`src/design/game_pkg.sv`:
```
`default_nettype none

package game_pkg;

    typedef logic [9:0] coord_t;

    typedef struct packed {
        coord_t h;
        coord_t v;
    } tile_pos_t;

    typedef enum logic [1:0] {
        dir_up    = 2'd0,
        dir_down  = 2'd1,
        dir_left  = 2'd2,
        dir_right = 2'd3
    } dir_t;

    // One keypad command word
    typedef struct packed {
        dir_t dir;
        logic move;
        logic attack;
    } key_cmd_t;

    typedef struct packed {
        tile_pos_t       player_pos;
        logic [3:0]      player_idx;   // Facing code
        tile_pos_t       monster_pos;
        logic [3:0]      monster_idx;
        logic [2:0][3:0] heart_idx;
        logic [3:0]      gameover_idx;
    } game_view_t;

    localparam coord_t TILE = 10'd20;

    // Border wall lines
    localparam coord_t FIELD_MIN_H = 10'd20;
    localparam coord_t FIELD_MAX_H = 10'd320;
    localparam coord_t FIELD_MIN_V = 10'd20;
    localparam coord_t FIELD_MAX_V = 10'd220;

    localparam int N_INNER = 11;
    localparam tile_pos_t INNER_WALLS [N_INNER] = '{
        '{h: 10'd280, v: 10'd80},  '{h: 10'd260, v: 10'd80},  '{h: 10'd260, v: 10'd100},
        '{h: 10'd260, v: 10'd60},  '{h: 10'd240, v: 10'd80},  '{h: 10'd160, v: 10'd160},
        '{h: 10'd180, v: 10'd160}, '{h: 10'd200, v: 10'd160}, '{h: 10'd180, v: 10'd140},
        '{h: 10'd120, v: 10'd120}, '{h: 10'd100, v: 10'd100}
    };

    localparam logic [1:0] LIVES_MAX = 2'd3;

    localparam logic [3:0] SPRITE_HIDDEN = 4'hf;   // Not drawn
    localparam logic [3:0] SPRITE_SHOWN  = 4'h0;

    // Default tiles for the top-level parameters
    localparam tile_pos_t START_POS_DEF   = '{h: 10'd60, v: 10'd120};
    localparam tile_pos_t MONSTER_POS_DEF = '{h: 10'd100, v: 10'd160};

endpackage

`default_nettype wire

```
`src/design/wall_map.sv`:
```
`default_nettype none

module wall_map (
    input  wire game_pkg::tile_pos_t tile,
    output logic                     is_wall
);

    logic border;
    logic inner;

    assign border = (tile.h == game_pkg::FIELD_MIN_H) || (tile.h == game_pkg::FIELD_MAX_H) ||
                    (tile.v == game_pkg::FIELD_MIN_V) || (tile.v == game_pkg::FIELD_MAX_V);

    // Compare against every inner wall tile
    always_comb begin
        inner = 1'b0;
        for (int i = 0; i < game_pkg::N_INNER; i++) begin
            if (tile == game_pkg::INNER_WALLS[i]) begin
                inner = 1'b1;
            end
        end
    end

    assign is_wall = border || inner;

endmodule

`default_nettype wire

```
`src/design/monster_unit.sv`:
```
`default_nettype none

module monster_unit #(
    parameter game_pkg::tile_pos_t MONSTER_POS = game_pkg::MONSTER_POS_DEF
) (
    input  wire logic                clk,
    input  wire logic                rst,
    input  wire logic                step,
    input  wire game_pkg::tile_pos_t target,
    input  wire logic                attack,
    input  wire game_pkg::tile_pos_t attack_tile,
    output logic                     contact,
    output logic                     alive,
    output game_pkg::tile_pos_t      pos
);

    logic hit;

    // Weapon lands on the monster tile
    assign hit = step && attack && (attack_tile == MONSTER_POS);

    always_ff @(posedge clk) begin
        if (rst) begin
            alive <= 1'b1;
        end else if (hit) begin
            alive <= 1'b0;   // Stays dead until reset
        end
    end

    assign contact = alive && (target == MONSTER_POS);
    assign pos     = MONSTER_POS;   // Stationary

endmodule

`default_nettype wire

```
`src/design/key_cmd_port.sv`:
```
`default_nettype none

module key_cmd_port (
    input  wire logic               clk,
    input  wire logic               rst,
    input  wire logic               req,
    input  wire game_pkg::key_cmd_t cmd,
    input  wire logic               step_done,
    output logic                    ack,
    output logic                    cmd_valid,
    output game_pkg::key_cmd_t      cmd_word
);

    typedef enum logic [1:0] {
        idle,
        busy,
        hold
    } state_t;

    state_t state;
    logic   req_q;   // Sampled req from the keypad side

    always_ff @(posedge clk) begin
        if (rst) begin
            state     <= idle;
            req_q     <= 1'b0;
            cmd_valid <= 1'b0;
        end else begin
            req_q     <= req;
            cmd_valid <= 1'b0;
            case (state)
                idle: if (req_q) begin   // Only reached with req and ack both low
                    state     <= busy;
                    cmd_valid <= 1'b1;
                end
                busy: if (step_done) state <= hold;
                hold: if (!req_q) state <= idle;   // Controller released req
                default: state <= idle;
            endcase
        end
    end

    // Command stays stable while req is high
    always_ff @(posedge clk) begin
        if (state == idle && req_q) begin
            cmd_word <= cmd;
        end
    end

    assign ack = (state == hold);

endmodule

`default_nettype wire

```
`src/design/player_engine.sv`:
```
`default_nettype none

module player_engine #(
    parameter game_pkg::tile_pos_t START_POS   = game_pkg::START_POS_DEF,
    parameter game_pkg::tile_pos_t MONSTER_POS = game_pkg::MONSTER_POS_DEF
) (
    input  wire logic               clk,
    input  wire logic               rst,
    input  wire logic               cmd_valid,
    input  wire game_pkg::key_cmd_t cmd_word,
    output logic                    step_done,
    output game_pkg::tile_pos_t     player_pos,
    output game_pkg::dir_t          facing,
    output logic [1:0]              lives,
    output logic                    gameover,
    output logic                    monster_alive,
    output game_pkg::tile_pos_t     monster_pos
);

    game_pkg::tile_pos_t next_tile;
    game_pkg::tile_pos_t face_tile;
    logic                is_wall;
    logic                contact;
    logic                active;

    // Neighbour tile one step away
    function automatic game_pkg::tile_pos_t step_tile(
        input game_pkg::tile_pos_t pos,
        input game_pkg::dir_t      dir
    );
        game_pkg::tile_pos_t t;
        t = pos;
        case (dir)
            game_pkg::dir_up:    t.v = pos.v - game_pkg::TILE;
            game_pkg::dir_down:  t.v = pos.v + game_pkg::TILE;
            game_pkg::dir_left:  t.h = pos.h - game_pkg::TILE;
            default:             t.h = pos.h + game_pkg::TILE;
        endcase
        return t;
    endfunction

    assign next_tile = step_tile(player_pos, cmd_word.dir);
    assign face_tile = step_tile(player_pos, facing);   // Attack goes where we already look
    assign active    = cmd_valid && !gameover;

    wall_map wall_map0 (
        .tile    (next_tile),
        .is_wall (is_wall)
    );

    monster_unit #(
        .MONSTER_POS (MONSTER_POS)
    ) monster0 (
        .clk         (clk),
        .rst         (rst),
        .step        (active),
        .target      (next_tile),
        .attack      (cmd_word.attack),
        .attack_tile (face_tile),
        .contact     (contact),
        .alive       (monster_alive),
        .pos         (monster_pos)
    );

    always_ff @(posedge clk) begin
        if (rst) begin
            step_done  <= 1'b0;
            player_pos <= START_POS;
            facing     <= game_pkg::dir_right;
            lives      <= game_pkg::LIVES_MAX;
            gameover   <= 1'b0;
        end else begin
            step_done <= cmd_valid;   // Also in game over
            if (active && cmd_word.move) begin
                facing <= cmd_word.dir;
                if (!is_wall) begin
                    if (contact) begin
                        player_pos <= START_POS;
                        lives      <= lives - 2'd1;
                        if (lives == 2'd1) begin
                            gameover <= 1'b1;
                        end
                    end else begin
                        player_pos <= next_tile;
                    end
                end
            end
        end
    end

endmodule

`default_nettype wire

```
`src/design/sprite_out.sv`:
```
`default_nettype none

module sprite_out (
    input  wire logic                clk,
    input  wire logic                rst,
    input  wire logic                step_done,
    input  wire game_pkg::tile_pos_t player_pos,
    input  wire game_pkg::dir_t      facing,
    input  wire logic [1:0]          lives,
    input  wire logic                gameover,
    input  wire logic                monster_alive,
    input  wire game_pkg::tile_pos_t monster_pos,
    output game_pkg::game_view_t     view
);

    game_pkg::game_view_t next_view;
    logic                 refresh;

    always_comb begin
        next_view.player_pos  = player_pos;
        next_view.player_idx  = {2'b00, facing};
        next_view.monster_pos = monster_pos;
        next_view.monster_idx = monster_alive ? game_pkg::SPRITE_SHOWN : game_pkg::SPRITE_HIDDEN;
        for (int i = 0; i < 3; i++) begin
            next_view.heart_idx[i] = (lives > 2'(i)) ? game_pkg::SPRITE_SHOWN
                                                     : game_pkg::SPRITE_HIDDEN;
        end
        next_view.gameover_idx = gameover ? game_pkg::SPRITE_SHOWN : game_pkg::SPRITE_HIDDEN;
    end

    // High on the first edge after reset releases
    always_ff @(posedge clk) begin
        if (rst) begin
            refresh <= 1'b1;
        end else begin
            refresh <= 1'b0;
        end
    end

    always_ff @(posedge clk) begin
        if (step_done || refresh) begin
            view <= next_view;   // Lands on the same edge as ack
        end
    end

endmodule

`default_nettype wire

```
`src/design/game_top.sv`:
```
`default_nettype none

module game_top #(
    parameter game_pkg::tile_pos_t START_POS   = game_pkg::START_POS_DEF,
    parameter game_pkg::tile_pos_t MONSTER_POS = game_pkg::MONSTER_POS_DEF
) (
    input  wire logic               clk,
    input  wire logic               rst,
    input  wire logic               req,
    input  wire game_pkg::key_cmd_t cmd,
    output logic                    ack,
    output game_pkg::game_view_t    view
);

    logic                cmd_valid;
    game_pkg::key_cmd_t  cmd_word;
    logic                step_done;
    game_pkg::tile_pos_t player_pos;
    game_pkg::dir_t      facing;
    logic [1:0]          lives;
    logic                gameover;
    logic                monster_alive;
    game_pkg::tile_pos_t monster_pos;

    key_cmd_port key_port0 (
        .clk       (clk),
        .rst       (rst),
        .req       (req),
        .cmd       (cmd),
        .step_done (step_done),
        .ack       (ack),
        .cmd_valid (cmd_valid),
        .cmd_word  (cmd_word)
    );

    player_engine #(
        .START_POS   (START_POS),
        .MONSTER_POS (MONSTER_POS)
    ) engine0 (
        .clk           (clk),
        .rst           (rst),
        .cmd_valid     (cmd_valid),
        .cmd_word      (cmd_word),
        .step_done     (step_done),
        .player_pos    (player_pos),
        .facing        (facing),
        .lives         (lives),
        .gameover      (gameover),
        .monster_alive (monster_alive),
        .monster_pos   (monster_pos)
    );

    sprite_out sprite0 (
        .clk           (clk),
        .rst           (rst),
        .step_done     (step_done),
        .player_pos    (player_pos),
        .facing        (facing),
        .lives         (lives),
        .gameover      (gameover),
        .monster_alive (monster_alive),
        .monster_pos   (monster_pos),
        .view          (view)
    );

endmodule

`default_nettype wire

```
`config.mk`:
```
export PLATFORM = sky130hd
export DESIGN_NAME = game_top
export DESIGN_NICKNAME = d
export VERILOG_FILES = /design/src/design/game_pkg.sv /design/src/design/wall_map.sv /design/src/design/monster_unit.sv /design/src/design/key_cmd_port.sv /design/src/design/player_engine.sv /design/src/design/sprite_out.sv /design/src/design/game_top.sv
export SDC_FILE = /design/constraint.sdc
export NUM_CORES = 1
export LEC_CHECK = 0
export BUFFER_PORTS_ARGS = -buffer_cell sky130_fd_sc_hd__buf_2
export CAP_MARGIN = 0
export CORE_MARGIN = 2
export CORE_UTILIZATION = 51
export DETAILED_ROUTE_END_ITERATION = 10
export GPL_TIMING_DRIVEN = 1
export PLACE_DENSITY = 0.76
export SETUP_SLACK_MARGIN = 0.3
export SLEW_MARGIN = 20
export SYNTH_ARGS = -nofsm -noshare
export SYNTH_HDL_FRONTEND = slang
export SYNTH_HIERARCHICAL = 1
export SYNTH_SLANG_ARGS = --single-unit
```
`constraint.sdc`:
```
create_clock -name clk -period 4.2 [get_ports clk]
set_clock_uncertainty 0.15 [all_clocks]
set_input_delay 0 -clock clk [delete_from_list [all_inputs] [get_ports clk]]
set_output_delay 0 -clock clk [all_outputs]
set_load 0.01 [all_outputs]
```
==> results.yml <==
die:
  rows: 34
  initial_core_util: 0.5288
  die_width_um: 99.56
  dieHeight_um: 99.56
  core_mm2: 0.008806
  die_area_mm2: 0.009911
  pin_count: 72
placement:
  placedCellCount: 639
  gp_congestion: 0.8793
  io_buffers: 69
  post-place-ws_ns: 0.1057
  hpwl_mm: 7.222
pwr:
  p_leak_uw: 0.002216
  vdd_drop_max_mv: 0.1732
  power_frac_seq: 0.524
  p_sw_uw: 451.6
  p_int_uw: 1242
  power_frac_clock: 0.334
  p_sw_frac: 0.2666
  p_per_area_mw_per_mm2: 302.5
  pwr-share-comb: 0.142
sta:
  hold_viol: 0
  final-setup-viol-count: 0
  report.final.slew_viol_count: 0
  tightest_slew_ns: 1.066
  max_clock_freq_ghz: 0.2624
  setup_tns_ns: 0
  rsz0062_at_grt: "true"
  period_needed_ns: 3.811
  whs_ns: 0.1960
  finalCritPeriodShare: 0.9074
  setup_ws_ns: 0.3891
  slew_headroom: 0.2895
clocking:
  cts_buffers: 9
  clk-insertion-delay-late_ns: 0.35
  cts_root_buf: "clkbuf_8"
  cts_max_path_buffers: 2
  ctsHtreeMaxLevel: 3
  cts_tree: "done"
  cts_sinks: 79
  path_clk_slew_ns: 0.09
global_routing:
  antenna_found_initial: 0
  grt.total_usage: 0.2105
  grt_pass1_vias: 3338
  grt_pass1_wl_mm: 16.77
  grt_max_degree: 48
  overflow: 0
routing:
  firstDrtPassIters: 5
  wl_per_cell_um: 15.74
  drt-vias-per-instance: 5.591
  antenna_left: 0
  wl_mm: 10.58
  drt_iter0_markers: 312
  drc: 0
  vias: 3757
setup_path:
  critPathMaxStageDelay_ns: 0.46
  arrival_ns: 3.91
  critical_path_peak_fanout: 8
  worst_setup_path_end_kind: "flip-flop"
  critPathLaunchType: "flip-flop"
  critPathTopFamily: "simple AND/OR/NAND/NOR gates"
  path_class: "reg2reg"
  crit_required_ns: 4.29
  cp_num_buf_inv: 2
  r2r_setup_slack_ns: 0.39
  cp_slowest_cell: "or4_1"
  cp_cell_sequence: "inv_4, ha_4, and2b_2, o31ai_4, nand2_2, xnor2_4, or3b_4, or4_1, o21ai_0, a211oi_1, o221ai_1, nand4bb_1, buf_6, nor4_1, a32o_2, a31o_1"
outcome:
  status: "finished clean"
final_layout:
  fill_cells: 713
  n_antenna_cell: 0
  instances_no_fill: 672
  syn2layout_area_growth_pct: 20.23
  layout-drive-gt1-share: 0.3138
  nets: 571
hold_path:
  hp-class: "in2reg"
synthesis:
  yosysUniqueCellTypes: 77
  ys_seq_area_frac: 0.4492
  synth-seq-cells: 79
  synthArstFlopShare: 0
  synthCells: 461
  synth.avg_cell_area_um2: 10.10
  yosys_most_used_dff: "edfxtp_1"
  synth_warnings: 6
  synthesis.area_mm2: 0.004657
  synth-edff-count: 51
flow_run:
  cap_violations: 0
## power groups by stage
stage	logic, uW	registers [uW]	clock network (uW)
2_1_floorplan	155	904	0
3_3_place_gp	205	902	0
3_5_place_dp	207	904	0
4_1_cts	221	886	579
5_1_grt	262	892	604
6_report	240	887	566
## Yosys cell counts, types with 5 or more instances
cell type  instances  share of area
edfxtp_1          51           0.33
buf_4             46          0.074
nand2_1           39          0.031
dfxtp_1           28           0.12
nor2_1            25          0.020
xor2_1            18          0.034
xnor2_1           15          0.028
nand4_1           14          0.019
nor3_1            13          0.014
nand3_1           12          0.013
o21ai_0           12          0.013
a21oi_1           11          0.012
inv_1             11         0.0089
o211ai_1          11          0.018
nor2b_1           10          0.013
buf_2              9         0.0097
clkbuf_1           9         0.0073
a31oi_1            7         0.0094
nor4_1             6         0.0081
nor4b_1            6          0.011
or3_1              6         0.0081
ha_1               5          0.013
nand3b_1           5         0.0081
## flip-flops by register name, summed over array words and instances, names as in the netlist
register                count
engine0/facing              2
engine0/gameover            1
engine0/lives               2
engine0/monster0/alive      1
engine0/player_pos         16
engine0/step_done           1
key_port0/cmd_valid         1
key_port0/cmd_word          4
key_port0/req_q             1
key_port0/state             2
sprite0/refresh             1
sprite0/view               47
## worst paths after layout
kind	start	endpoint	cells after the start
worst max register to register	engine0/player_pos[2]	engine0/player_pos[8]	16
worst min-delay path	cmd[1]	key_port0/cmd_word[1]	2
worst max-delay path	engine0/player_pos[2]	engine0/player_pos[8]	16
worst min register to register	engine0/step_done	key_port0/state[0]	1
## stage by stage
stage / total power [uW] / utilization / cell area (um2)
2_1_floorplan: 1060 / - / 4800
5_1_grt: 1758 / 0.6358 / 5599
3_3_place_gp: 1107 / 0.5754 / 5067
4_1_cts: 1687 / 0.6151 / 5416
3_5_place_dp: 1111 / 0.5754 / 5067
6_report: 1694 / 0.6358 / 5599
## final cells by class
class / instances / area [um2] / area share
clock buffer: 9 / 123.9 / 0.02212
clock inverter: 7 / 71.32 / 0.01274
multi-input combinational: 339 / 2352 / 0.4201
tap: 108 / 135.1 / 0.02413
timing repair buffer: 118 / 764.5 / 0.1365
inverter: 12 / 47.55 / 0.008492
sequential: 79 / 2105 / 0.3759
## cells in the final DEF (no fill, tap or decap), types with 4 or more instances in the layout
master	n
dfxtp_2	4
nand2_1	38
edfxtp_1	51
buf_4	39
nor3_1	12
a31oi_1	7
nand3_1	12
nand3b_1	5
o211ai_1	11
inv_1	9
nor3b_1	4
nand4_1	14
nor4b_1	6
buf_2	69
nor2b_1	9
and3_1	4
xnor2_1	11
a21oi_1	10
or3_1	6
xor2_1	16
dfxtp_1	22
dlygate4sd3_1	7
nor2_1	25
nor4_1	5
o21ai_0	12
conb_1	42
clkbuf_8	9
## kinds of logic after synthesis
logic type / Yosys count / share of synthesized area
AND/OR/NAND/NOR: 175 / 0.2195
buffers and inverters: 81 / 0.1096
AO/OA/AOI/OAI: 80 / 0.1343
flip-flops: 79 / 0.4492
XOR/XNOR: 33 / 0.06206
adder cells (fa/ha/maj): 5 / 0.01343
other: 4 / 0.003223
multiplexers: 4 / 0.008598
## per-layer routing
layer  share of wire  vias up  track usage
met5               0        -            0
met4           0.017        0      0.06639
met3           0.066       12      0.03443
met2            0.47      180       0.3378
met1            0.44     1758       0.2931
li1                -     1807            -
## timing repair
action	in CTS	in global routing
pin swaps	5	13
gates cloned	0	1
buffers inserted	4	5
endpoints found under the hold margin	10	0
gates resized for setup	16	25
hold buffers	7	0
setup endpoints to repair	16	17
No activity file was read; power rests on OpenSTA's default activity.
